===== src/rvCtrlPkg.sv =====
`default_nettype none

package rvCtrlPkg;

  // bit 3 set means a one-bit compare result
  // then bit 2 inverts it and bits 1:0 pick eq, lt or ltu
  typedef enum logic [3:0] {
    aluAdd  = 4'b0000,
    aluSub  = 4'b0001,
    aluAnd  = 4'b0010,
    aluOr   = 4'b0011,
    aluXor  = 4'b0100,
    aluSll  = 4'b0101,
    aluSrl  = 4'b0110,
    aluSra  = 4'b0111,
    aluEq   = 4'b1000,
    aluSlt  = 4'b1001,
    aluSltu = 4'b1010,
    aluNe   = 4'b1100,
    aluGe   = 4'b1101,
    aluGeu  = 4'b1110
  } aluOpT;

  typedef enum logic [2:0] {
    immI,
    immS,
    immB,
    immU,
    immJ
  } immKindT;

  // alu operand a source
  typedef enum logic [1:0] {
    aRs1,
    aZero,
    aPc
  } aSelT;

  // register write-back source
  typedef enum logic [1:0] {
    wbAlu,
    wbMem,
    wbLink
  } wbSelT;

  typedef enum logic [1:0] {
    nextSeq,
    nextBranch,
    nextAlu
  } pcSelT;

endpackage

`default_nettype wire


===== src/alu.sv =====
`timescale 1ns/1ps
`default_nettype none

module alu import rvCtrlPkg::*; (
  input  aluOpT       aluOp,
  input  logic [31:0] a,
  input  logic [31:0] b,
  output logic [31:0] y
);

  logic [4:0] shamt;
  logic       eq;
  logic       lt;
  logic       ltu;
  logic       cmpRaw;
  logic       cmp;

  assign shamt = b[4:0];
  assign eq    = (a == b);
  assign lt    = ($signed(a) < $signed(b));
  assign ltu   = (a < b);

  always_comb begin
    case (aluOp[1:0])
      2'b00:   cmpRaw = eq;
      2'b01:   cmpRaw = lt;
      2'b10:   cmpRaw = ltu;
      default: cmpRaw = 1'b0;
    endcase
  end

  // bne, bge and bgeu flip the base compare
  assign cmp = cmpRaw ^ aluOp[2];

  always_comb begin
    case (aluOp)
      aluAdd:  y = a + b;
      aluSub:  y = a - b;
      aluAnd:  y = a & b;
      aluOr:   y = a | b;
      aluXor:  y = a ^ b;
      aluSll:  y = a << shamt;
      aluSrl:  y = a >> shamt;
      aluSra:  y = $signed(a) >>> shamt;
      // slt, sltu and all branch compares
      default: y = aluOp[3] ? {31'd0, cmp} : 32'd0;
    endcase
  end

endmodule

`default_nettype wire


===== config.mk =====
export PLATFORM = sky130hd
export DESIGN_NAME = alu
export DESIGN_NICKNAME = d
export VERILOG_FILES = /design/src/rvCtrlPkg.sv /design/src/alu.sv
export SDC_FILE = /design/constraint.sdc
export NUM_CORES = 1
export LEC_CHECK = 0
export BUFFER_PORTS_ARGS = -buffer_cell sky130_fd_sc_hd__buf_4
export CAP_MARGIN = 40
export CORE_ASPECT_RATIO = 0.75
export CORE_MARGIN = 2
export CORE_UTILIZATION = 49
export DETAILED_ROUTE_END_ITERATION = 10
export GPL_ROUTABILITY_DRIVEN = 0
export PLACE_DENSITY = 0.8
export SLEW_MARGIN = 20
export SYNTH_ARGS = -nofsm -noshare
export SYNTH_HDL_FRONTEND = slang
export SYNTH_SLANG_ARGS = --single-unit
export TNS_END_PERCENT = 10

===== constraint.sdc =====
create_clock -name vclk -period 6.05
set_input_delay 0.605 -clock vclk [all_inputs]
set_output_delay 0.605 -clock vclk [all_outputs]
set_load 0.05 [all_outputs]

; ---- Word-level counts from Yosys, hierarchy flattened
; Index checks and enable logic that the tools add are counted.
; W data, S select, Z words.
[totals]
reg_bits = 0
inputBits = 68
out_inout_bits = 32
elab_cells = 26
[op_classes]
n_addsub = 2
order_cmp = 2
eq_ne = 10
n_shift = 3
mux = 3
bitwise_logic = 4
reduce_logical = 2
[ops]
columns = op, count
row1 = $pmux W32 S8, 1
row2 = $lt A32 B32 Y1, 2
row3 = $add A32 B32 Y32, 1
row4 = $and A32 B32 Y32, 1
row5 = $eq A32 B32 Y1, 1
row6 = $or A32 B32 Y32, 1
row7 = $shl A32 B5 Y32, 1
row8 = $shr A32 B5 Y32, 1
row9 = $sshr A32 B5 Y32, 1
row10 = $sub A32 B32 Y32, 1
row11 = $xor A32 B32 Y32, 1
row12 = $eq A4 B3 Y1 const B, 4
row13 = $eq A4 B2 Y1 const B, 2
row14 = $eq A4 B1 Y1 const B, 1
row15 = $logic_not A4 Y1, 1
row16 = $pmux W1 S3, 1
row17 = $eq A2 B1 Y1 const B, 1
row18 = $eq A2 B2 Y1 const B, 1
row19 = $logic_not A2 Y1, 1
row20 = $mux W1, 1
row21 = $xor A1 B1 Y1, 1

; ---- Depth between registers and ports, before layout
[depth]
depth_word = 5
mapped_depth = 14
depth_no_buf = 12

; ---- Worst setup path after synthesis
; OpenSTA, ideal clock, no wires.
[synth_path]
path_type = in2out
startpoint = input port b[2]
endpoint = output port y[25]
arrival_ns = 4.475
t_required_ns = 5.445
path_slack_ns = 0.970
path_stages = 14
path_buffers = 4
path_cell_list = buf_2 > clkinv_1 > buf_2 > buf_1 > ha_1 > buf_2 > nand2b_1 > o2111ai_1 > a31oi_1 > a211o_1 > a211oi_1 > nor4b_2 > nor3_1 > o31ai_1
[synth_between]
elab_chain_len = 2
elab_cells_between_ends = 6
classes_between = add/sub (2) / shift (3) / mux (1)
[synth_lines]
columns = item, line
row1 = start: declaration, alu.sv:7  ; input logic [31:0] b,
row2 = "$sub A32 B32 Y32, or another cell as far along", alu.sv:38  ; aluSub: y = a - b;
row3 = $pmux W32 S8 (*), alu.sv:36  ; case (aluOp)
row4 = end: declaration, alu.sv:8  ; output logic [31:0] y
; Mark *: on every way between the ends. The rest lies on a longest branch, timed or not.

; ---- Worst setup path in the final report
[layout_path]
startpoint = input port b[4]
endpoint = output port y[23]
; Same word-level chain as after synthesis.

==> reports/qor.csv <==
stage;metric;value;unit
layout;commonest non-fill, non-tap cells in the layout;154 x nor2_1, 120 x a21oi_1, 114 x buf_4;
pwr;PD cells;107;mW/mm^2
die;die area;0.0195;sq mm
global_route;total congestion overflow;0;
setup_path;slowest stage delay, CP;900;ps
pwr;Worst VDD drop;0.0875;mV
run_status;failing checks;design-rule violations;
global_route;largest net degree at the start of global routing;78;
placed_design;hpwl dp;28000;um
setup_path;critical path's slowest cell;nor4_1;
sta;measured slew at the worst slew-check pin;1080;ps
die;Initial Utilization;50.6;%
pwr;leak pwr;4.21;nW
layout;Layout clock buffers;0;
setup_path;Worst Path Required;5440;ps
synthesis;post-synthesis sequential area ratio;0;%
global_route;vias in the first global route;9824;
routing;Via Count;11224;
setup_path;Worst Path Max Fanout;32;
layout;FF+latch area;0;sq um
synthesis;Mapped Cells;1301;
min_path;HP Class;in2out;
setup_path;crit-path cells;buf_4 -> inv_1 -> buf_4 -> ha_1 -> a21oi_1 -> o311ai_1 -> nor3_1 -> nor4_1 -> o21a_1 -> mux2_2 -> xnor2_1 -> o221ai_1 -> buf_4;
placed_design;dpl cells;1554;
synthesis;Synthesized Nets;1468;
sta;minimum clock period;5050;ps
routing;Post-route DRC;9;
sta;max-slew violations;0;
die;Cell Rows;42;
routing;Routed WL per cell;23.5;um
synthesis;count of different cell masters after synthesis;84;
sta;Setup Viol. Count Final;0;
flow_run;max-cap check violation count;0;
clock_tree;Resized Gates After CTS;0;
sta;Post-Route Setup TNS;0;ps
setup_path;Startpoint Class;input port;
global_route;first-pass GRT wire length;55900;um
setup_path;crit path DAT;4450;ps
sta;RSZ-0062 raised after global routing;false;
setup_path;crit path kind;in2out;
sta;Final Hold Viols;0;
routing;DRT iter0 DRCs;2296;
layout;count of flip-flops and latches;0;
sta;fmax;198;MHz
global_route;GRT Util Overall;35.9;%
layout;ratio of cells with drive above 1 in the final layout;15.2;%
die;Die H;121;um
layout;# diodes;0;
synthesis;Synth Area per Inst;6.93;sq um
die;die width;161;um
layout;Layout area overhead;8.12;%
layout;commonest non-fill, non-tap cell in the layout;nor2_1;
clock_tree;Post-CTS Setup Inserts;0;
placed_design;number of port buffers;100;
sta;Slew HR;27.4;%
run_status;status;complete, but fails checks;
synthesis;Yosys Warn Count;0;
global_route;initial antenna violation count;0;
routing;Initial DRT Pass Iterations;11;
routing;Vias per Instance;7.22;
sta;Fin Hold WS;1740;ps
sta;Final period util;83.5;%
routing;remaining antenna violation count;0;
setup_path;most frequent CP cell;buf_4;
die;I/O Pins;100;
clock_tree;Hold Buf Count CTS;0;
die;Core Region;0.0178;sq mm
synthesis;Mapped Area;0.00901;sq mm
routing;WL final;36600;um
setup_path;crit path capture type;primary output;
layout;Layout Cells excl Fill;1554;
layout;Net count, final;1481;
[power breakdown]
group / switching (mW) / internal [mW] / leakage [nW] / total (mW)
clock network: 0 / 0 / 0 / 0
logic: 0.678 / 0.362 / 4.21 / 1.04
registers: 0 / 0 / 0 / 0
total: 0.678 / 0.362 / 4.21 / 1.04
[path summary, 6_finish.rpt]
path	from	endpoint	slack, ps	cells past startpoint
min	aluOp[3]	y[0]	1740	3
max	b[4]	y[23]	1000	13
[Yosys cell counts (6+ instances only)]
master	instances	area (sq um)
nor2_1	154	578
a21oi_1	120	601
ha_1	97	1210
inv_1	96	360
nand2_1	90	338
o21ai_0	86	430
clkbuf_1	56	210
mux2i_1	51	510
mux4_2	40	901
a211oi_1	34	255
nand3_1	33	165
o211ai_1	31	233
nor3_1	30	150
mux2_2	25	282
buf_2	23	115
a21o_1	21	158
buf_1	19	71.3
nor2b_1	17	106
a31oi_1	15	93.8
or3_1	15	93.8
a221oi_1	13	114
nand2b_1	13	81.3
xnor2_1	13	114
o21bai_1	11	82.6
and3_1	10	62.6
nor4_1	10	62.6
o21a_1	10	75.1
o31ai_1	10	75.1
nand4_1	9	56.3
o22ai_1	8	50.1
a211o_1	7	61.3
and2_1	7	43.8
a22oi_1	6	45.0
mux4_1	6	158
o2111ai_1	6	52.6
o21ai_1	6	30.0
[per-stage QoR]
stage	utilization [%]	cell area [sq um]	setup slack [ps]	power (mW)
after floorplan	-	9010	970	0.695
after global placement	54.5	9710	1440	0.971
after detailed placement	54.7	9740	1280	0.986
after CTS	54.7	9740	1260	0.992
after global routing	54.7	9740	959	1.09
final	54.7	9740	998	1.04
[kinds of logic (layout without fill, tap and decap cells)]
| logic type | after synthesis | after routing | synth area share, % |
|---|---|---|---|
| AO/OA/AOI/OAI | 448 | 448 | 33.0 |
| AND/OR/NAND/NOR | 410 | 410 | 21.4 |
| buffers and inverters | 205 | 216 | 9.46 |
| multiplexers | 122 | 122 | 20.5 |
| adder cells (fa/ha/maj) | 99 | 99 | 13.9 |
| XOR/XNOR | 17 | 17 | 1.65 |
[critical path, delay by kind of cell]
family	cells	cell delay, ps
xor gates and xnor gates	1	60
adders and majority gates	1	470
AOI/OAI and AO/OA	4	1110
and+or+nand+nor	2	1080
muxes	1	190
buffers and inverters	4	890
[final cells by class]
cell class         count  area (sq um)
fillers             1686          8070
well taps            242           303
multi-input cells   1096          8180
repair buffers       117           887
inverters             99           372
[metal layers]
layer  global-route usage (%)  share of wire [%]  vias up
li1                         -                  -     4905
met2                     49.9                 38     1055
met1                     51.0                 39     5074
met3                     11.0                 17      190
met4                     14.4                5.7        0
met5                        0                  0        -
Power figures use the tool's default switching activity.
