### config.mk
export PLATFORM = sky130hd
export DESIGN_NAME = immGen
export DESIGN_NICKNAME = d
export VERILOG_FILES = /design/src/rvIsaPkg.sv /design/src/rvCtrlPkg.sv /design/src/immGen.sv
export SDC_FILE = /design/constraint.sdc
export NUM_CORES = 1
export LEC_CHECK = 0
export ABC_AREA = 0
export BUFFER_PORTS_ARGS = -buffer_cell sky130_fd_sc_hd__buf_2
export CAP_MARGIN = 0
export CORE_MARGIN = 8
export CORE_UTILIZATION = 34
export DETAILED_ROUTE_END_ITERATION = 7
export GPL_TIMING_DRIVEN = 0
export PLACE_DENSITY = 0.84
export SYNTH_ARGS = -nofsm -noshare
export SYNTH_HDL_FRONTEND = slang
export SYNTH_SLANG_ARGS = --single-unit
### constraint.sdc
create_clock -name vclk -period 1.18
set_input_delay 0.118 -clock vclk [all_inputs]
set_output_delay 0.118 -clock vclk [all_outputs]
set_load 0.02 [all_outputs]
### src/rvIsaPkg.sv
`default_nettype none

package rvIsaPkg;

  // base opcodes, instr[6:0]
  localparam logic [6:0] opLui    = 7'b0110111;
  localparam logic [6:0] opAuipc  = 7'b0010111;
  localparam logic [6:0] opJal    = 7'b1101111;
  localparam logic [6:0] opJalr   = 7'b1100111;
  localparam logic [6:0] opBranch = 7'b1100011;
  localparam logic [6:0] opLoad   = 7'b0000011;
  localparam logic [6:0] opStore  = 7'b0100011;
  localparam logic [6:0] opImm    = 7'b0010011;
  localparam logic [6:0] opReg    = 7'b0110011;

  // alu funct3
  localparam logic [2:0] f3AddSub = 3'b000;
  localparam logic [2:0] f3Sll    = 3'b001;
  localparam logic [2:0] f3Slt    = 3'b010;
  localparam logic [2:0] f3Sltu   = 3'b011;
  localparam logic [2:0] f3Xor    = 3'b100;
  localparam logic [2:0] f3SrlSra = 3'b101;
  localparam logic [2:0] f3Or     = 3'b110;
  localparam logic [2:0] f3And    = 3'b111;

  // branch funct3
  localparam logic [2:0] f3Beq  = 3'b000;
  localparam logic [2:0] f3Bne  = 3'b001;
  localparam logic [2:0] f3Blt  = 3'b100;
  localparam logic [2:0] f3Bge  = 3'b101;
  localparam logic [2:0] f3Bltu = 3'b110;
  localparam logic [2:0] f3Bgeu = 3'b111;

  // lw, sw and jalr
  localparam logic [2:0] f3Word = 3'b010;
  localparam logic [2:0] f3Jalr = 3'b000;

  // funct7, bit 5 marks sub and sra
  localparam logic [6:0] f7Base = 7'b0000000;
  localparam logic [6:0] f7Alt  = 7'b0100000;

  typedef struct packed {
    logic [6:0] funct7;
    logic [4:0] rs2;
    logic [4:0] rs1;
    logic [2:0] funct3;
    logic [4:0] rd;
    logic [6:0] opcode;
  } rTypeT;

  typedef struct packed {
    logic [11:0] imm;
    logic [4:0]  rs1;
    logic [2:0]  funct3;
    logic [4:0]  rd;
    logic [6:0]  opcode;
  } iTypeT;

  typedef struct packed {
    logic [6:0] immHi;
    logic [4:0] rs2;
    logic [4:0] rs1;
    logic [2:0] funct3;
    logic [4:0] immLo;
    logic [6:0] opcode;
  } sTypeT;

  // branch offset scattered, bit 0 implied zero
  typedef struct packed {
    logic       imm12;
    logic [5:0] imm10to5;
    logic [4:0] rs2;
    logic [4:0] rs1;
    logic [2:0] funct3;
    logic [3:0] imm4to1;
    logic       imm11;
    logic [6:0] opcode;
  } bTypeT;

  typedef struct packed {
    logic [19:0] imm;
    logic [4:0]  rd;
    logic [6:0]  opcode;
  } uTypeT;

  typedef struct packed {
    logic       imm20;
    logic [9:0] imm10to1;
    logic       imm11;
    logic [7:0] imm19to12;
    logic [4:0] rd;
    logic [6:0] opcode;
  } jTypeT;

  // one instruction word, six views
  typedef union packed {
    rTypeT r;
    iTypeT i;
    sTypeT s;
    bTypeT b;
    uTypeT u;
    jTypeT j;
  } rvInstr;

endpackage

`default_nettype wire

### src/rvCtrlPkg.sv
`default_nettype none

package rvCtrlPkg;

  // bit 3 set means a one-bit compare result
  // then bit 2 inverts it and bits 1:0 pick eq, lt or ltu
  typedef enum logic [3:0] {
    aluAdd  = 4'b0000,
    aluSub  = 4'b0001,
    aluAnd  = 4'b0010,
    aluOr   = 4'b0011,
    aluXor  = 4'b0100,
    aluSll  = 4'b0101,
    aluSrl  = 4'b0110,
    aluSra  = 4'b0111,
    aluEq   = 4'b1000,
    aluSlt  = 4'b1001,
    aluSltu = 4'b1010,
    aluNe   = 4'b1100,
    aluGe   = 4'b1101,
    aluGeu  = 4'b1110
  } aluOpT;

  typedef enum logic [2:0] {
    immI,
    immS,
    immB,
    immU,
    immJ
  } immKindT;

  // alu operand a source
  typedef enum logic [1:0] {
    aRs1,
    aZero,
    aPc
  } aSelT;

  // register write-back source
  typedef enum logic [1:0] {
    wbAlu,
    wbMem,
    wbLink
  } wbSelT;

  typedef enum logic [1:0] {
    nextSeq,
    nextBranch,
    nextAlu
  } pcSelT;

endpackage

`default_nettype wire

### src/immGen.sv
`timescale 1ns/1ps
`default_nettype none

module immGen import rvIsaPkg::*, rvCtrlPkg::*; (
  input  rvInstr      instr,
  input  immKindT     immKind,
  output logic [31:0] imm
);

  always_comb begin
    case (immKind)
      immI: begin
        imm = {{20{instr.i.imm[11]}}, instr.i.imm};
      end
      immS: begin
        imm = {{20{instr.s.immHi[6]}}, instr.s.immHi, instr.s.immLo};
      end
      immB: begin
        // bit 0 always zero
        imm = {{19{instr.b.imm12}}, instr.b.imm12, instr.b.imm11,
               instr.b.imm10to5, instr.b.imm4to1, 1'b0};
      end
      immU: begin
        imm = {instr.u.imm, 12'd0};
      end
      immJ: begin
        imm = {{11{instr.j.imm20}}, instr.j.imm20, instr.j.imm19to12,
               instr.j.imm11, instr.j.imm10to1, 1'b0};
      end
      default: begin
        imm = 32'd0;
      end
    endcase
  end

endmodule

`default_nettype wire

After elaboration in Yosys (flattened, before gate mapping)
Index checks and enable logic that the tools add are counted.

operators by class
  add/sub/neg operators = 0
  multipliers = 0
  divide/modulo/power cells = 0
  magnitude comparators = 0
  equal/unequal tests = 4
  shift operators = 0
  multiplexer cells = 1
  bitwise operators = 0
  reduce and logical (&&, ||, !) cells = 1

operator list
  operator                                              count
  one-hot mux 32 bit (5 select lines)                   1
  equality test 3 x 2 -> 1 bit (second input constant)  2
  equality test 3 x 1 -> 1 bit (second input constant)  1
  equality test 3 bit (second input constant)           1
  zero test 3 bit                                       1

word-level totals
  bits in registers = 0
  latch bits = 0
  bits in writable memories = 0
  ROM bits = 0
  output and inout port bits = 32
  memories = 0

Depth between registers and ports, before layout
Gate-level depths: netlist of the first run.

  depth in word-level cells = 2
  gate-level depth with buffers = 5

Least setup slack after synthesis of the first run
Ideal clock, no wire load.

  path kind = in2out
  start = input port immKind[0]
  end = output port imm[11]
  arrival = 1060 ps
  required time = 1062 ps
  setup slack = 2 ps
  stages on the path = 3
  path through = buf_2 > nand2b_1 > o32ai_1

between the ends
  cells in the longest elaborated chain, start to end = 2

ends and longest elaborated chain
  element                                            RTL line      source
  start, declared                                    immGen.sv:6   input immKindT immKind,
  equality test 3 bit, or another cell as far along  immGen.sv:11  case (immKind)
  one-hot mux 32 bit (5 select lines) *              immGen.sv:11
  end, declared                                      immGen.sv:7   output logic [31:0] imm

Mark *: on every way between the ends. The rest lies on a longest branch, timed or not.

Worst setup path after layout of the first run
  start = input port immKind[1]
  end = output port imm[10]

The elaborated chain is that of the path after synthesis.

==> results of run 1 <==
final cells by class:
type / count / area, um2 / share of cell area
Multi-Input combinational cell: 78 / 515 / 0.489
Timing Repair Buffer: 62 / 410 / 0.389
Buffer: 10 / 90.1 / 0.0854
Tap cell: 16 / 20.0 / 0.0190
Inverter: 5 / 18.8 / 0.0178
cells in the final DEF, fill, tap and decap left out, drive strengths merged, types with 2 or more instances in the layout:
master  instances
buf            69
nand2          22
a21oi          17
o22ai          12
nor2b           7
nand2b          6
inv             5
mux2            4
clkbuf          3
and2b           2
and2            2
stage by stage:
| stage | setup slack [ns] | utilization | area [um2] | total power (W) | hold WS (ns) |
|---|---|---|---|---|---|
| finish | -0.0392 | 0.700 | 1050 | 0.000563 | 0.544 |
| global route | -0.0672 | 0.700 | 1050 | 0.000595 | 0.563 |
| CTS | -0.00295 | 0.625 | 942 | 0.000491 | 0.551 |
| detailed placement | -0.129 | 0.565 | 851 | 0.000443 | 0.553 |
| global placement | -0.0885 | 0.565 | 851 | 0.000435 | 0.553 |
| floorplan | 0.00216 | - | 541 | 0.000283 | 0.397 |
power breakdown:
part           leakage (nW)  internal, W  total, W  switching [W]
registers                 0            0         0              0
clock network             0            0         0              0
logic                 0.569     0.000257  0.000563       0.000306
logic make-up (layout without fill, tap and decap cells):
group,count (synthesis),in the layout,synth area share
AO/OA/AOI/OAI,31,31,0.322
AND/OR/NAND/NOR,41,41,0.394
adder cells (fa/ha/maj),1,1,0.0208
multiplexers,5,5,0.102
buffers and inverters,16,77,0.162
layer usage:
metal	up-vias	track usage	share of wire
met4	0	0.00687	0.025
met5	-	0	0
li1	449	-	-
met1	436	0.144	0.35
met2	38	0.290	0.57
met3	8	0.0137	0.047
path summary, 6_finish.rpt:
check       to  cells after the start  slack (ns)
min    imm[28]                      4        0.54
max    imm[10]                      5       -0.04
what timing repair did:
action / 4_1_cts / 5_1_grt
gates cloned: 0 / 1
hold endpoints to repair: 0 / 0
gates resized for setup: 25 / 41
setup endpoints to repair: 24 / 24
pin swaps: 3 / 4
hold buffers: 0 / 0
buffers inserted: 3 / 0
==> results.py, run 1 <==
metrics = {
    "logic_synthesis": {
        "synth.most_common_cell": "nand2_1",
        "synth_fp_nets": 129,
        "synth_area_leader_cell": "a21oi_1",
        "synth_cell_type_count": 20,
        "yosysSeqAreaShare": 0,
        "netlist_area_um2": 541,
        "yosys-top-cells-count": "nand2_1, a21oi_1, o22ai_1",
        "synth_cells": 94,
        "avgSynthCellArea_um2": 5.75,
        "yosysTopAreaCellShare": 0.157,
        "synth_area_leaders": "a21oi_1, nand2_1, o22ai_1",
        "synth_warnings": 0,
    },
    "setup_path": {
        "crit_chain": "buf_6 -> maj3_2 -> buf_4 -> nor2b_1 -> buf_2",
        "critPathBufInv": 3,
        "arrival_ns": 1.10,
        "slowest_delay_ns": 0.34,
        "crit_family": "buffers and inverters",
        "startpoint": "immKind[1]",
        "path_class": "primary input to output port",
        "path_max_fanout": 10,
        "end_kind": "output port",
        "worst_setup_path_start_kind": "primary input",
        "required_ns": 1.06,
        "worst_path_max_delay_cell": "maj3_2",
    },
    "timing": {
        "slew-limit-headroom": 0.710,
        "hold_viol_final": 0,
        "setup_violations": 2,
        "setup_tns_ns": -0.0743,
        "drv_slew": 0,
        "period_share": 1.03,
        "fin_ws_ns": -0.0392,
        "rsz0062_at_grt": "yes",
        "period_needed_ns": 1.22,
        "worst_pin_slew_ns": 0.435,
        "max_freq_mhz": 820,
    },
    "global_routing": {
        "grt_pass1_vias": 879,
        "grt_max_degree": 11,
        "grt_usage": 0.138,
        "antenna_found_initial": 0,
        "grt_pass1_wl_um": 3900,
        "overflow": 0,
    },
    "route": {
        "wirelength_um": 2780,
        "wl_per_cell_um": 16.2,
        "viasPerCell": 5.44,
        "drt.antenna.violating_nets": 0,
        "drtIter0Drc": 28,
        "dr_total_vias": 931,
        "route.detailed.drc": 0,
        "firstDrtPassIters": 4,
    },
    "cells_and_area": {
        "clock_buffers": 0,
        "seq_area_um2": 0,
        "area_growth_pct": 95.1,
        "drive_above_1_share": 0.581,
        "final_cell_count_no_fill": 171,
        "diodes": 0,
        "design.seq.count": 0,
        "fillCellCount": 117,
        "nNetsFinal": 192,
    },
    "run_status": {
        "violations": "setup timing",
        "status": "finished with violations",
    },
    "power_and_ir_drop": {
        "cellPowerDensity_nw_per_um2": 534,
        "ir_drop_v": 0.000270,
        "p_leak_nw": 0.569,
    },
    "placed_design": {
        "numPortBuffers": 58,
        "gp_congestion": 0.708,
        "hpwlAfterDp_um": 1820,
        "placed_cells": 168,
    },
    "die": {
        "fp-row-count": 14,
        "initial_utilization": 0.359,
        "die_x_um": 55.9,
        "io_pins": 67,
        "core-area_um2": 1510,
        "die_h_um": 55.9,
        "dieArea_um2": 3120,
    },
    "worst_hold_path": {
        "hp-class": "primary input to output port",
        "worstHoldStart": "instr[28]",
    },
    "run": {
        "drv_cap": 0,
    },
}
No activity file was read; power rests on OpenSTA's default activity.
==> inputs of run 2 (changes only) <==
--- a/config.mk
+++ b/config.mk
@@ -12,7 +12,8 @@
 export CORE_UTILIZATION = 34
 export DETAILED_ROUTE_END_ITERATION = 7
 export GPL_TIMING_DRIVEN = 0
-export PLACE_DENSITY = 0.84
+export PLACE_DENSITY_LB_ADDON = 0.15
+export RECOVER_POWER = 25
 export SYNTH_ARGS = -nofsm -noshare
 export SYNTH_HDL_FRONTEND = slang
 export SYNTH_SLANG_ARGS = --single-unit
==> run 2 against run 1 <==
  * Sequential share of layout area did not move
  * Combinational power fell by 1%
  * Sequential cell count did not move
  * Critical path type unchanged
  * Die area did not move
  * Routed wire length fell by 9.3%
  * The run still ends with setup timing left
  * Critical path depth rose by 1
==> results.py, run 2 (same netlist as run 1, synthesis figures left out) <==
metrics = {
    "timing": {
        "setup_tns_ns": -0.0188,
        "setup_violations": 1,
        "fin_ws_ns": -0.0188,
        "slew-limit-headroom": 0.697,
        "worst_pin_slew_ns": 0.454,
        "max_freq_mhz": 834,
        "hold-worst-slack_ns": 0.537,
        "period_needed_ns": 1.20,
        "rsz0062_at_grt": "yes",
        "hold_viol_final": 0,
        "period_share": 1.02,
        "drv_slew": 0,
    },
    "die": {
        "die_x_um": 55.9,
        "fp-row-count": 14,
        "io_pins": 67,
        "initial_utilization": 0.359,
        "core-area_um2": 1510,
        "die_h_um": 55.9,
        "dieArea_um2": 3120,
    },
    "setup_path": {
        "end_kind": "output port",
        "slowest_delay_ns": 0.33,
        "crit_chain": "buf_6 -> maj3_2 -> nand2b_4 -> buf_6 -> nand2_1 -> buf_4",
        "path_max_fanout": 10,
        "crit_family": "buffers and inverters",
        "required_ns": 1.06,
        "critPathBufInv": 3,
        "worst_setup_path_start_kind": "primary input",
        "arrival_ns": 1.08,
        "worst_path_max_delay_cell": "maj3_2",
        "crit_top_cell": "buf_6",
        "path_class": "primary input to output port",
    },
    "worst_hold_path": {
        "hp-class": "primary input to output port",
    },
    "cells_and_area": {
        "drive_above_1_share": 0.564,
        "clock_buffers": 0,
        "fillCellCount": 141,
        "seq_area_um2": 0,
        "mostFrequentLayoutCell": "buf_2",
        "diodes": 0,
        "nNetsFinal": 193,
        "final_cell_mix": "buf_2, nand2_1, buf_4",
        "design.seq.count": 0,
        "area_growth_pct": 94.2,
        "post-route-cell-area_um2": 1050,
    },
    "run_status": {
        "status": "finished with violations",
        "violations": "setup timing",
    },
    "route": {
        "wirelength_um": 2520,
        "drt.antenna.violating_nets": 0,
        "wl_per_cell_um": 14.6,
        "viasPerCell": 5.17,
        "firstDrtPassIters": 4,
        "dr_total_vias": 889,
        "route.detailed.drc": 0,
        "drtIter0Drc": 20,
    },
    "placed_design": {
        "pre_cts_ws_ns": -0.153,
        "place_area_um2": 851,
        "gp_congestion": 0.677,
        "hpwlAfterDp_um": 1850,
        "numPortBuffers": 58,
    },
    "global_routing": {
        "grt_usage": 0.136,
        "antenna_found_initial": 0,
        "overflow": 0,
        "grt_pass1_vias": 876,
        "grt_pass1_wl_um": 3920,
        "grt_max_degree": 11,
    },
    "power_and_ir_drop": {
        "cellPowerDensity_nw_per_um2": 529,
        "ir_drop_v": 0.000256,
        "p_leak_nw": 0.569,
        "p_total_w": 0.000555,
    },
    "clocking": {
        "cts_hold_buffers": 0,
    },
    "run": {
        "drv_cap": 0,
    },
}
## run 2: cell count changes in the layout (fill, tap and decap cells not counted)
cell	before	now
a21oi_2	7	8
a21oi_4	1	0
buf_2	34	32
buf_4	21	20
buf_6	14	15
clkbuf_1	2	3
clkbuf_2	0	2
nand2_1	20	22
nand2_2	2	0
## run 2: worst min-delay path, stage by stage
cell	delay [ns]
buf_2	0.08
nand2_1	0.04
nand2_1	0.07
buf_6	0.11
## run 2: final cells by class
type               instances  area [um2]  area share
repair buffers            63         418       0.398
inverters                  5        18.8      0.0179
multi-input cells         78         503       0.479
plain buffers             10        90.1      0.0858
well taps                 16        20.0      0.0191
## run 2: through the flow
stage               cells  utilization
finish                172        0.697
detailed placement    168        0.565
floorplan              94            -
global route          172        0.697
global placement      168        0.565
CTS                   172        0.615
## run 2: worst paths after layout
kind / start / endpoint / slack [ns] / cells past startpoint
setup / recovery: immKind[1] / imm[23] / -0.02 / 6
hold / removal: instr[28] / imm[28] / 0.54 / 4
## run 2: where the power goes
part / switching (W) / total (W) / internal [W] / leakage [nW]
Sequential: 0 / 0 / 0 / 0
Combinational: 0.000297 / 0.000555 / 0.000258 / 0.569
Clock: 0 / 0 / 0 / 0
Total: 0.000297 / 0.000555 / 0.000258 / 0.569
## run 2: metal layers
metal,global-route usage,vias to the layer above,share of wire
met5,0,-,0
met4,0.00687,0,0
met3,0.0274,0,0.063
met2,0.264,26,0.56
met1,0.152,416,0.38
li1,-,447,-
## run 2: timing repair
item / CTS / global route
buffers inserted: 3 / 0
cloned: 1 / 1
setup endpoints to repair: 24 / 26
pin swaps: 1 / 4
resized for setup: 19 / 47
==> inputs of run 3 (changes only) <==
==> constraint.sdc (replaced) <==
create_clock -name vclk -period 1.18
set_input_delay 0.059 -clock vclk [all_inputs]
set_output_delay 0.059 -clock vclk [all_outputs]
set_load 0.02 [all_outputs]
==> run 3 against run 2 <==
  * The flow now finishes without violations
  * Setup slack gained 0.047 ns
  * Critical path depth grew 1
  * Core utilization shrank 10 points
  * Hold slack lost 0.10 ns
  * Routed wire length shrank 8.1%
  * Power shrank 15%
  * Final area shrank 15%
==> results.py, run 3 (same netlist as run 1, synthesis figures left out) <==
metrics = {
    "power_and_ir_drop": {
        "p_leak_nw": 0.499,
        "p_sw_frac": 0.590,
        "ir_drop_v": 0.000237,
        "cellPowerDensity_nw_per_um2": 525,
        "p_comb_frac": 1.000,
        "switching_power_w": 0.000278,
        "p_int_w": 0.000193,
        "pwr-share-clk": 0,
        "seqPwrFrac": 0,
    },
    "cells_and_area": {
        "diodes": 0,
        "clock_buffers": 0,
        "nNetsFinal": 189,
        "design.seq.count": 0,
        "fillCellCount": 165,
        "area_growth_pct": 66.0,
        "utilization": 0.596,
        "final_cell_mix": "buf_2, nand2_1, o22ai_1",
        "seq_area_um2": 0,
        "drive_above_1_share": 0.474,
        "mostFrequentLayoutCell": "buf_2",
    },
    "setup_path": {
        "crit_chain": "buf_2 -> buf_6 -> and2_0 -> buf_6 -> a21oi_2 -> o22ai_1 -> buf_4",
        "worst_setup_path_start_kind": "primary input",
        "required_ns": 1.12,
        "slowest_delay_ns": 0.20,
        "arrival_ns": 1.09,
        "path_class": "primary input to output port",
        "worst_path_max_delay_cell": "o22ai_1",
        "end_kind": "output port",
        "crit_top_cell": "buf_6",
        "path_max_fanout": 10,
    },
    "global_routing": {
        "overflow": 0,
        "antenna_found_initial": 0,
        "grt_usage": 0.131,
        "grt_max_degree": 11,
        "grt_pass1_vias": 856,
        "grt_pass1_wl_um": 3810,
    },
    "clocking": {
        "cts_setup_buffers": 0,
    },
    "die": {
        "fp-row-count": 14,
        "dieArea_um2": 3120,
        "core-area_um2": 1510,
        "io_pins": 67,
        "die_h_um": 55.9,
        "die_x_um": 55.9,
        "initial_utilization": 0.359,
    },
    "timing": {
        "hold_viol_final": 0,
        "max_freq_mhz": 868,
        "drv_slew": 0,
        "slew-limit-headroom": 0.700,
        "setup_violations": 0,
        "period_needed_ns": 1.15,
        "setup_tns_ns": 0,
        "period_share": 0.976,
        "fin_ws_ns": 0.0284,
        "worst_pin_slew_ns": 0.449,
    },
    "placed_design": {
        "pre_cts_ws_ns": -0.0352,
        "hpwlAfterDp_um": 1850,
        "gp_congestion": 0.677,
        "numPortBuffers": 58,
    },
    "route": {
        "viasPerCell": 5.14,
        "firstDrtPassIters": 4,
        "dr_total_vias": 863,
        "drtIter0Drc": 32,
        "wirelength_um": 2310,
        "drt.antenna.violating_nets": 0,
        "wl_per_cell_um": 13.8,
        "route.detailed.drc": 0,
    },
    "run": {
        "drv_cap": 0,
    },
    "run_status": {
        "status": "complete, no violations",
    },
    "worst_hold_path": {
        "hp-class": "primary input to output port",
    },
}
## run 3: cell count changes in the layout (fill, tap and decap cells not counted), sizes merged
cell / delta
buf: -9
clkbuf: +5
## run 3: layout make-up
cell class	instances	area, um2	share of cell area
inverter	5	18.8	0.0209
buffer	11	86.3	0.0962
tap	16	20.0	0.0223
multi-input combinational	78	475	0.530
timing repair buffer	58	297	0.331
## run 3: path summary, 6_finish.rpt
kind,cells past startpoint,to,startpoint
worst max-delay path,7,imm[13],immKind[0]
worst min-delay path,4,imm[28],instr[28]
## run 3: power by group through the flow
stage | clock network, W | registers (W) | logic (W)
2_1_floorplan | 0 | 0 | 0.000283
6_report | 0 | 0 | 0.000471
5_1_grt | 0 | 0 | 0.000508
3_5_place_dp | 0 | 0 | 0.000446
4_1_cts | 0 | 0 | 0.000448
3_3_place_gp | 0 | 0 | 0.000437
## run 3: repair_timing
action,in CTS,in global routing
hold buffers,0,0
gates resized for setup,1,22
pin swaps,0,0
endpoints found under the setup margin,8,9
gates cloned,0,0
## run 3: critical path, delay by kind of cell
kind,cells,cell delay (ns)
AO/OA/AOI/OAI,2,0.26
buffers and inverters,4,0.60
AND/OR/NAND/NOR,1,0.16
## run 3: through the flow
stage	cell area, um2	cells	power, W	hold WS, ns
2_1_floorplan	541	94	0.000283	0.279
4_1_cts	853	168	0.000448	0.440
3_5_place_dp	851	168	0.000446	0.438
5_1_grt	897	168	0.000508	0.459
6_report	897	168	0.000471	0.437
3_3_place_gp	851	168	0.000437	0.429
## run 3: metal layers
layer,vias to the layer above,share of wire,wire [um],track usage
li1,439,-,-,-
met1,392,0.39,912,0.147
met2,32,0.54,1250,0.256
met3,0,0.065,150,0.0274
met4,0,0,0,0.00344
met5,-,0,0,0
