### config.mk
export PLATFORM = sky130hd
export DESIGN_NAME = regFile
export DESIGN_NICKNAME = d
export VERILOG_FILES = /design/src/regFile.sv
export SDC_FILE = /design/constraint.sdc
export NUM_CORES = 1
export LEC_CHECK = 0
export BUFFER_PORTS_ARGS = -buffer_cell sky130_fd_sc_hd__buf_2
export CAP_MARGIN = 10
export CELL_PAD_IN_SITES_DETAIL_PLACEMENT = 0
export CELL_PAD_IN_SITES_GLOBAL_PLACEMENT = 2
export CORE_MARGIN = 3
export CORE_UTILIZATION = 25
export CTS_CLUSTER_DIAMETER = 30
export DETAILED_ROUTE_END_ITERATION = 10
export PLACE_DENSITY_LB_ADDON = 0.1
export SYNTH_ARGS = -nofsm -noshare
export SYNTH_HDL_FRONTEND = slang
export SYNTH_SLANG_ARGS = --single-unit
### constraint.sdc
create_clock -name clk -period 2.95 [get_ports clk]
set_clock_uncertainty 0.2 [all_clocks]
set_input_delay 0.1475 -clock clk [delete_from_list [all_inputs] [get_ports clk]]
set_output_delay 0.1475 -clock clk [all_outputs]
set_load 0.02 [all_outputs]
### src/regFile.sv
`timescale 1ns/1ps
`default_nettype none

module regFile (
  input  logic        clk,
  input  logic [4:0]  ra1,
  input  logic [4:0]  ra2,
  output logic [31:0] rd1,
  output logic [31:0] rd2,
  input  logic        we,
  input  logic [4:0]  wa,
  input  logic [31:0] wd
);

  logic [31:0] regs [0:31];

  // x0 is never written
  always_ff @(posedge clk) begin
    if (we && wa != 5'd0) begin
      regs[wa] <= wd;
    end
  end

  assign rd1 = (ra1 == 5'd0) ? 32'd0 : regs[ra1];
  assign rd2 = (ra2 == 5'd0) ? 32'd0 : regs[ra2];

endmodule

`default_nettype wire

; Word level (Yosys, flattened, before mapping)
; Memory sizes are Yosys's and may differ from the RTL's.
; Index checks and enable logic that the tools add are counted.
[totals]
regBits = 0
mem_bits_rw = 1024
memories = 1
[op_classes]
mux = 4
n_reduce_logical = 4
[mem_list]
columns = memory, depth, width, rd, rd_clocked_by_memory_dff, write_ports, line_no
row1 = regs, 32, 32, 2, 0, 1, 15  ; logic [31:0] regs [0:31];
[ops]
columns = op, count
row1 = 32-bit 2-to-1 mux, 2
row2 = 5-bit zero test, 2
row3 = 5-bit nonzero test, 1
row4 = 1-bit 2-to-1 mux, 2
row5 = 1-bit logical AND, 1

; Longest topological paths before layout
; Gate-level depths: netlist of the first run.
[logic_depth]
ltp_word = 4
depth_mapped = 8

; Worst setup path after synthesis of the first run
; No wires, ideal clock.
[synth_path]
path_type = input to register
from = input wa[1]
to = memory regs[12][0] (enable)
t_arrival_ns = 2.146
required_time_ns = 2.329
path_slack_ns = 0.183
cell_stages = 3
path_buffers = 1
path_cell_list = or3b_2 > clkbuf_1 > nor2_1
[synth_between]
elab_chain_len = 4
[synth_lines]
columns = element, line_no
row1 = "start, declared", 11  ; input logic [4:0] wa,
row2 = 5-bit nonzero test, 19  ; if (we && wa != 5'd0) begin
row3 = 1-bit logical AND, 19
row4 = 1-bit 2-to-1 mux, 19
row5 = 1-bit 2-to-1 mux (implied by the code), 20  ; regs[wa] <= wd;
row6 = "end, declared", 15
; Several ways; a longest one is shown, not always the timed one.

==> run summary, run 1 <==
CTS Root Cell -> clkbuf_16
MaxCap Viol Count -> 0
Reg with most FFs -> regs
Critical Path Max Stage Delay -> 470 ps
Layout cells sized above 1 -> 0.419
Syn avg cell area -> 18.7 um^2
DRC -> 0
Final setup fails -> 22
Post-route ant nets -> 0
Setup crit end kind -> output pin
Row count -> 160
Worst-Margin Slew -> 988 ps
Leak Pwr -> 22.4 nW
CP Class -> reg2out
Warnings, synthesis -> 0
Max reg flops -> 1,024
Clock Tree Buf Depth -> 4
VDD IR max -> 559 uV
Status -> finished, violations left
TritonCTS clock tree -> done
Worst-path clk slew -> 40 ps
Critical path startpoint category -> flip-flop
Post-synthesis cell type count -> 38
Crit path required time -> 2600 ps
Vias per cell -> 5.20
HPWL after DPL -> 122,000 um
Fin util -> 0.345
Core Box Area -> 0.190 mm^2
WL per Instance -> 35.4 um
Synth top area cells -> edfxtp_1 64%, mux4_2 14%, mux2i_1 6.7%
All-Layer GR Usage -> 0.208
Final hold vios -> 0
Failing checks -> negative setup slack
Post-Layout Inst Area -> 0.0657 mm^2
Commonest non-fill, non-tap cell in the layout -> edfxtp_1
Crit path from -> regs[28][20]$_DFFE_PP_
Final WS setup -> -93.2 ps
Most frequent cells in the layout -> 1,024 x edfxtp_1, 331 x mux4_2, 321 x clkbuf_16
RSZ-0062 raised after global routing -> true
Post-route minimum period -> 3040 ps
Max-slew violations -> 0
Initial antenna violation count -> 5
# IOs -> 113
Area grow syn2layout -> 37.0%
DR pass1 iterations -> 5
Num CTS Buffers -> 317
Number of port buffers -> 112
Largest net degree at the start of global routing -> 58
Die Y -> 444 um
GPL Wtd Cong -> 0.756
CP Cell Sequence -> mux4_2 -> mux2_4 -> a221oi_4 -> a211oi_2 -> buf_4 -> buf_6
Dominant cell type by area after synthesis -> edfxtp_1
Fin Hold WS -> 106 ps
Die area -> 0.197 mm^2
Number of DRC markers in iteration 0 -> 2,378
Ys flop type -> edfxtp_1
GRT Residual Overflow -> 0
#FFs+latches synth -> 1,024
CP max stage cell -> mux4_2
Largest regs -> regs (1024)
Share of the synthesized area in the top cell type -> 0.642
Final Power -> 52.6 mW
EDFF count, synth -> 1,024
Vias post-DR -> 30,418
Cells after synthesis -> 2,564
Max Clk Rate -> 0.329 GHz
Mapped Area -> 0.0479 mm^2
Arrival @ worst endpoint -> 2700 ps
Crit path to -> rd2[20]
Placed Area -> 0.0538 mm^2
Post-synth ARST share -> 0
PD cells -> 801 mW/mm^2
Hold Crit Class -> in2reg
Vias in the first global route -> 32,503
Post-Route WL -> 207,000 um
Initial Utilization -> 0.252
Register area share after synthesis -> 0.642
Crit path max fanout -> 2
Final Cycle Share -> 1.03
Nets@finish -> 3,150
Total instance count after detailed placement -> 5,234
Fin cells -> 5,851
Max-slew headroom at the worst pin -> 0.340
H-tree levels -> 5
Clock sinks -> 1,024
First-pass GRT wire length -> 281,000 um
Chip width -> 444 um
## critical path, delay by kind of cell, from the launching register on
kind	cells	cell delay, ps
buffers and inverters	2	330
AOI/OAI and AO/OA	2	330
DFF	1	400
muxes	2	760
## report_power, final
part	internal, mW	switching (mW)
combinational	1.49	2.25
clock	23.1	9.38
sequential	16.3	0.0955
## cells in the mapped netlist, types with 2 or more instances
library cell  instances
nand4_1              32
a22oi_1              64
a311oi_1             32
o2111ai_1             9
mux4_1               54
or3b_2                3
clkbuf_1             98
inv_1                 2
a211oi_1             64
or3_1                 2
a21oi_1              32
edfxtp_1           1024
mux2_2               64
buf_6                12
mux2i_1             320
nand2_1              83
o221ai_1             64
o21ai_1               4
a221oi_1             36
mux4_2              298
a221oi_2             19
o21ai_0              51
buf_1                 3
buf_2                51
and2_1                2
nand3_1               2
or3b_1                2
nor2b_1              37
nand3b_1              6
buf_4                51
nor2_1               36
## final cells by class
cell class	count	area, um^2
Multi-Input combinational cell	1353	17300
Tap cell	2511	3140
Fill cell	17868	125000
Timing Repair Buffer	403	4180
Clock buffer	358	8170
Inverter	2	10.0
Clock inverter	196	2110
Sequential cell	1024	30700
Antenna cell	4	10.0
## stage by stage
stage / setup TNS, ps / setup slack (ps)
2_1_floorplan: 0 / 183
5_1_grt: -4420 / -216
3_3_place_gp: -168 / -142
6_report: -1020 / -93.2
3_5_place_dp: -130 / -116
4_1_cts: -3900 / -193
## how the worst min path moves through the flow
| stage | depth (start not counted) | start | to | slack [ps] |
|---|---|---|---|---|
| 6_report | 2 | wd[19] | regs[1][19]$_DFFE_PP_ | 110 |
| 5_1_grt | 2 | wd[19] | regs[0][19]$_DFFE_PP_ | 110 |
| 4_1_cts | 2 | wd[19] | regs[3][19]$_DFFE_PP_ | 40 |
| 3_5_place_dp | 1 | wd[27] | regs[25][27]$_DFFE_PP_ | 470 |
| 3_3_place_gp | 1 | wd[19] | regs[1][19]$_DFFE_PP_ | 440 |
| 2_1_floorplan | 0 | wd[0] | regs[0][0]$_DFFE_PP_ | 50 |
## metal layers
metal / wire length (um) / global-route usage
met3: 9540 / 0.0358
met5: 0 / 0
met1: 89700 / 0.273
met4: 6910 / 0.0687
met2: 101000 / 0.348
## timing repair
action / CTS / global route
endpoints found under the setup margin: 59 / 56
gates resized for setup: 245 / 58
pin swaps: 43 / 22
setup buffers: 17 / 11
hold endpoints to repair: 1064 / 0
hold buffers: 45 / 0
## logic make-up (layout without fill, tap and decap cells)
| family | count (synthesis) | after routing | share of synthesized area |
|---|---|---|---|
| other | 1 | 36 | 0.0000782 |
| and+or+nand+nor | 210 | 210 | 0.0217 |
| DFF | 1024 | 1024 | 0.642 |
| buffers and inverters | 218 | 959 | 0.0244 |
| muxes | 736 | 736 | 0.251 |
| AOI/OAI and AO/OA | 375 | 375 | 0.0609 |
Note: power is estimated with default switching activity, not from simulation.
==> run 2, diff against run 1 <==
--- a/config.mk
+++ b/config.mk
@@ -9,7 +9,6 @@
 export CAP_MARGIN = 10
 export CELL_PAD_IN_SITES_DETAIL_PLACEMENT = 0
 export CELL_PAD_IN_SITES_GLOBAL_PLACEMENT = 2
-export CORE_MARGIN = 3
 export CORE_UTILIZATION = 25
 export CTS_CLUSTER_DIAMETER = 30
 export DETAILED_ROUTE_END_ITERATION = 10
==> run 2 against run 1 <==
  * Count of clock-buffer cells in the layout down 12
  * Clock power about the same
  * Fmax grew 0.72%
  * First-iteration DRC count decreased by 2.6%
  * Core utilization grew 0.11 points
  * Cell area up 0.31%
  * Global-route usage increased by 0.15 points
  * Non-clock buffer count is 46 higher
  * The run still ends with negative setup slack left
  * Combinational power grew 2%
  * Sequential power is essentially flat
==> run summary, run 2 (synthesized netlist as in run 1, its figures left out) <==
DRC -> 0 (unchanged)
Post-Route WL -> 204,000 um (was 207,000 um)
Max-slew headroom at the worst pin -> 0.285 (was 0.340)
Row count -> 160 (unchanged)
DR pass1 iterations -> 5 (unchanged)
Post-route ant nets -> 0 (unchanged)
Commonest non-fill, non-tap cell in the layout -> edfxtp_1 (unchanged)
Pre-CTS setup slack -> -141 ps (was -116 ps)
Setup crit end kind -> output pin (unchanged)
Worst-path clk slew -> 40 ps (about the same)
Die Y -> 440 um (was 444 um)
RSZ-0062 raised after global routing -> true (unchanged)
Failing checks -> negative setup slack (unchanged)
Reg with most FFs -> regs (unchanged)
Post-Layout Inst Area -> 0.0659 mm^2 (was 0.0657 mm^2)
Largest net degree at the start of global routing -> 65 (was 58)
CP max stage cell -> mux4_2 (unchanged)
Clock Tree Buf Depth -> 4 (unchanged)
H-tree levels -> 5 (unchanged)
Leak Pwr -> 22.5 nW (was 22.4 nW)
Max reg flops -> 1,024 (unchanged)
Post-route minimum period -> 3020 ps (was 3040 ps)
Final hold vios -> 0 (unchanged)
CTS Root Cell -> clkbuf_16 (unchanged)
Core Box Area -> 0.190 mm^2 (unchanged)
Num CTS Buffers -> 303 (was 317)
Number of port buffers -> 112 (unchanged)
Met3 Use GR -> 0.0368 (was 0.0358)
Final WS setup -> -71.5 ps (was -93.2 ps)
Met2 Track Usage GR -> 0.359 (was 0.348)
Fillers -> 17,941 (was 17,868)
Final Power -> 52.4 mW (was 52.6 mW)
Crit path from -> regs[28][27]$_DFFE_PP_ (was regs[28][20]$_DFFE_PP_)
Worst path bufs/invs -> 1 (was 2)
Largest regs -> regs (1024) (unchanged)
Final setup fails -> 9 (was 22)
All-Layer GR Usage -> 0.209 (was 0.208)
TritonCTS clock tree -> done (unchanged)
CP Class -> reg2out (unchanged)
Worst-Margin Slew -> 1070 ps (was 988 ps)
MaxCap Viol Count -> 0 (unchanged)
Crit path to -> rd2[27] (was rd2[20])
Max Clk Rate -> 0.331 GHz (was 0.329 GHz)
Multi-input logic area -> 0.0176 mm^2 (was 0.0173 mm^2)
Gr busiest metal -> met2 (unchanged)
Critical Path Max Stage Delay -> 470 ps (about the same)
Crit path required time -> 2600 ps (about the same)
Register area -> 0.0307 mm^2 (unchanged)
Crit path max-delay family -> multiplexers (unchanged)
Vias per cell -> 5.18 (was 5.20)
Critical path startpoint category -> flip-flop (unchanged)
Clock sinks -> 1,024 (unchanged)
Vias in the first global route -> 32,590 (was 32,503)
Arrival @ worst endpoint -> 2670 ps (was 2700 ps)
CP Depth -> 5 (was 6)
First-pass GRT wire length -> 277,000 um (was 281,000 um)
VDD IR max -> 460 uV (was 559 uV)
GPL Wtd Cong -> 0.773 (was 0.756)
Max-slew violations -> 0 (unchanged)
Layout cells sized above 1 -> 0.440 (was 0.419)
Chip width -> 440 um (was 444 um)
HPWL after DPL -> 124,000 um (was 122,000 um)
Vias post-DR -> 30,370 (was 30,418)
Most frequent cells in the layout -> 1,024 x edfxtp_1, 347 x mux4_2, 320 x mux2i_1 (was 1,024 x edfxtp_1, 331 x mux4_2, 321 x clkbuf_16)
Initial Utilization -> 0.252 (unchanged)
Number of DRC markers in iteration 0 -> 2,316 (was 2,378)
Crit path max fanout -> 2 (unchanged)
# IOs -> 113 (unchanged)
Final Cycle Share -> 1.02 (was 1.03)
Initial antenna violation count -> 4 (was 5)
Hold Crit Class -> in2reg (unchanged)
Area grow syn2layout -> 37.5% (was 37.0%)
Nets@finish -> 3,182 (was 3,150)
Status -> finished, violations left (unchanged)
GRT Residual Overflow -> 0 (unchanged)
Die area -> 0.193 mm^2 (was 0.197 mm^2)
PD cells -> 796 mW/mm^2 (was 801 mW/mm^2)
GRT met1 Usage -> 0.263 (was 0.273)
Placed Area -> 0.0538 mm^2 (about the same)
CP Cell Sequence -> mux4_2 -> mux2_4 -> a221oi_4 -> a211oi_4 -> buf_6 (was mux4_2 -> mux2_4 -> a221oi_4 -> a211oi_2 -> buf_4 -> buf_6)
WL per Instance -> 34.7 um (was 35.4 um)
==> run 2: changes by cell type in the layout (fill, tap and decap cells not counted), sizes merged <==
cell / change
inv: -1
clkinvlp: -15
clkbuf: -12
buf: +48
diode: -3
bufinv: +7
dlygate4sd3: -2
clkinv: -7
==> run 2: worst min-delay path by stage <==
stage,startpoint,end,slack (ps),depth (start not counted)
CTS,wd[12],regs[11][12]$_DFFE_PP_,50,2
floorplan,wd[0],regs[0][0]$_DFFE_PP_,50,0
global placement,wd[19],regs[15][19]$_DFFE_PP_,450,1
detailed placement,wd[12],regs[11][12]$_DFFE_PP_,470,1
global route,wd[12],regs[13][12]$_DFFE_PP_,120,2
finish,wd[12],regs[13][12]$_DFFE_PP_,110,2
==> run 2: area by class of cell <==
| type | count | share of cell area |
|---|---|---|
| diodes | 1 | 0.0000380 |
| multi-input cells | 1353 | 0.266 |
| clock inverters | 180 | 0.0332 |
| inverters | 2 | 0.000152 |
| well taps | 2511 | 0.0477 |
| repair buffers | 449 | 0.0665 |
| clock buffers | 346 | 0.119 |
| flip-flops and latches | 1024 | 0.467 |
==> run 2: layer usage <==
layer | part of all wire | up-vias
met1 | 0.42 | 16657
met4 | 0.032 | 4
met2 | 0.50 | 1090
met3 | 0.046 | 344
li1 | - | 12275
met5 | 0.00013 | -
==> run 2: power breakdown <==
group          leakage, nW  internal [mW]  total, mW  switching (mW)
clock                 4.88           23.0       32.2            9.26
combinational         8.35           1.53       3.81            2.28
sequential            9.25           16.3       16.4          0.0948
==> run 2: metrics by stage <==
step                      setup TNS, ps  cells  hold WS, ps   util
final                              -263   5866          115  0.346
after floorplan                       0   2595         46.4      -
after global placement             -162   5259          453  0.283
after detailed placement           -141   5259          474  0.283
after global routing              -3300   5865          120  0.346
after CTS                         -3360   5849         54.0  0.344
==> run 2: what timing repair did <==
item / CTS / global route
hold buffers: 43 / 0
pin swaps: 50 / 43
endpoints found under the setup margin: 62 / 60
endpoints found under the hold margin: 1277 / 0
gates cloned: 0 / 0
resized for setup: 292 / 88
buffers inserted: 25 / 17
==> run 3, diff against run 2 <==
--- a/config.mk
+++ b/config.mk
@@ -5,6 +5,7 @@
 export SDC_FILE = /design/constraint.sdc
 export NUM_CORES = 1
 export LEC_CHECK = 0
+export ABC_CLOCK_PERIOD_IN_PS = 2950
 export BUFFER_PORTS_ARGS = -buffer_cell sky130_fd_sc_hd__buf_2
 export CAP_MARGIN = 10
 export CELL_PAD_IN_SITES_DETAIL_PLACEMENT = 0
@@ -12,7 +13,9 @@
 export CORE_UTILIZATION = 25
 export CTS_CLUSTER_DIAMETER = 30
 export DETAILED_ROUTE_END_ITERATION = 10
+export MAX_ROUTING_LAYER = met4
 export PLACE_DENSITY_LB_ADDON = 0.1
+export RECOVER_POWER = 25
 export SYNTH_ARGS = -nofsm -noshare
 export SYNTH_HDL_FRONTEND = slang
 export SYNTH_SLANG_ARGS = --single-unit
==> run 3 against run 2 <==
  * The run still ends with negative setup slack left
  * Worst setup slack worse by 13 ps
  * Total power hardly changed
  * Global-route usage is 0.64 points higher
  * Combinational power hardly changed
  * Via count is 0.19% lower
  * Count of clock-buffer cells in the layout stayed put
  * Cell area hardly changed
  * Worst hold slack better by 30 ps
  * Fmax is 0.42% lower
  * Sequential cell count stayed put
  * Critical path depth stayed put
  * Non-clock buffer count stayed put
  * Largest cell class unchanged
==> run summary, run 3 (synthesized netlist as in run 1, its figures left out) <==
Status -> finished, violations left (unchanged)
Failing checks -> negative setup slack (unchanged)
Hold Crit Class -> in2reg (unchanged)
Leak Pwr -> 22.4 nW (was 22.5 nW)
# IOs -> 113 (unchanged)
Vias post-DR -> 30,311 (was 30,370)
Crit path required time -> 2600 ps (about the same)
GRT Residual Overflow -> 0 (unchanged)
MaxCap Viol Count -> 0 (unchanged)
Setup TNS -> -370 ps (was -263 ps)
Worst hold stages -> 2 (unchanged)
Number of DRC markers in iteration 0 -> 2,220 (was 2,316)
Critical path startpoint category -> flip-flop (unchanged)
Clock Tree Buf Depth -> 4 (unchanged)
Nets@finish -> 3,182 (unchanged)
Core Box Area -> 0.190 mm^2 (unchanged)
Final hold vios -> 0 (unchanged)
Max reg flops -> 1,024 (unchanged)
Row count -> 160 (unchanged)
Min-Delay Startpoint -> wd[24] (was wd[12])
DRC -> 0 (unchanged)
Post-route minimum period -> 3030 ps (was 3020 ps)
Vias in the first global route -> 32,499 (was 32,590)
Fin Hold WS -> 145 ps (was 115 ps)
Most frequent cells in the layout -> 1,024 x edfxtp_1, 347 x mux4_2, 320 x mux2i_1 (unchanged)
Reg with most FFs -> regs (unchanged)
Post-route ant nets -> 0 (unchanged)
Max-slew headroom at the worst pin -> 0.0567 (was 0.285)
Final Cycle Share -> 1.03 (was 1.02)
Final WS setup -> -84.3 ps (was -71.5 ps)
HPWL after DPL -> 124,000 um (unchanged)
Die Y -> 440 um (unchanged)
H-tree levels -> 5 (unchanged)
VDD IR max -> 466 uV (was 460 uV)
Clock sinks -> 1,024 (unchanged)
Vias per cell -> 5.16 (was 5.18)
Commonest non-fill, non-tap cell in the layout -> edfxtp_1 (unchanged)
Pre-CTS setup slack -> -141 ps (unchanged)
Max Clk Rate -> 0.330 GHz (was 0.331 GHz)
Die area -> 0.193 mm^2 (unchanged)
Setup crit end kind -> output pin (unchanged)
Largest regs -> regs (1024) (unchanged)
CTS Root Cell -> clkbuf_16 (unchanged)
WL per Instance -> 34.7 um (about the same)
Worst-Margin Slew -> 1410 ps (was 1070 ps)
Area grow syn2layout -> 37.4% (was 37.5%)
TritonCTS clock tree -> done (unchanged)
Post-Route WL -> 204,000 um (about the same)
GPL Wtd Cong -> 0.784 (was 0.773)
CP Class -> reg2out (unchanged)
Layout cells sized above 1 -> 0.435 (was 0.440)
DR pass1 iterations -> 5 (unchanged)
First-pass GRT wire length -> 277,000 um (about the same)
CP max stage cell -> mux4_2 (unchanged)
Number of port buffers -> 112 (unchanged)
Max-slew violations -> 0 (unchanged)
Initial Utilization -> 0.252 (unchanged)
Initial antenna violation count -> 6 (was 4)
Chip width -> 440 um (unchanged)
Fin util -> 0.346 (about the same)
Critical Path Max Stage Delay -> 470 ps (about the same)
PD cells -> 796 mW/mm^2 (about the same)
RSZ-0062 raised after global routing -> true (unchanged)
CP Cell Sequence -> mux4_2 -> mux2_4 -> a221oi_4 -> a211oi_4 -> buf_6 (unchanged)
Largest net degree at the start of global routing -> 65 (unchanged)
Worst-path clk slew -> 40 ps (about the same)
Final setup fails -> 11 (was 9)
Num CTS Buffers -> 303 (unchanged)
Arrival @ worst endpoint -> 2690 ps (was 2670 ps)
Hold path endpoint -> regs[22][24]$_DFFE_PP_ (was regs[13][12]$_DFFE_PP_)
Crit path max fanout -> 2 (unchanged)
All-Layer GR Usage -> 0.216 (was 0.209)
run 3: timing repair:
action / 4_1_cts / 5_1_grt
buffers inserted: 25 / 17
resized for setup: 292 / 88
cloned: 0 / 0
pin swaps: 50 / 43
endpoints found under the setup margin: 62 / 60
hold buffers: 43 / 0
hold endpoints to repair: 1277 / 0
run 3: per-stage QoR:
step / cells / total power [mW] / cell area (um^2)
2_1_floorplan: 2595 / 18.4 / 48000
5_1_grt: 5868 / 53.9 / 65900
4_1_cts: 5849 / 52.9 / 65400
3_3_place_gp: 5259 / 20.1 / 53800
3_5_place_dp: 5259 / 20.1 / 53800
6_report: 5869 / 52.4 / 65900
run 3: worst max path at each step:
stage / startpoint / to / slack [ps]
4_1_cts: regs[28][25]$_DFFE_PP_ / rd2[25] / -190
5_1_grt: regs[24][31]$_DFFE_PP_ / rd2[31] / -150
2_1_floorplan: wa[1] / regs[12][0]$_DFFE_PP_ / 180
3_5_place_dp: ra1[1] / rd1[8] / -140
3_3_place_gp: ra1[1] / rd1[8] / -160
6_report: regs[28][27]$_DFFE_PP_ / rd2[27] / -80
run 3: layer usage:
layer,track usage,share of wire,wire length [um]
met4,0.0734,0.032,6610
met5,-,0,0
met3,0.0362,0.045,9270
met1,0.264,0.42,85600
met2,0.360,0.50,102000
run 3: critical path, delay by kind of cell (launching register included):
kind | cells | cell delay [ps]
buf+inv | 1 | 160
mux | 2 | 780
flops | 1 | 420
compound gates | 2 | 440
run 3: layout make-up:
cell class	instances	area, um^2
diodes	4	10.0
clock buffers	346	7870
clock inverters	180	2180
fillers	17948	125000
inverters	2	10.0
multi-input cells	1353	17600
flip-flops and latches	1024	30700
well taps	2511	3140
repair buffers	449	4360
run 3: power by group:
group	internal, mW	leakage [nW]	switching, mW
logic	1.53	8.30	2.28
registers	16.3	9.25	0.0945
clock network	23.0	4.88	9.26
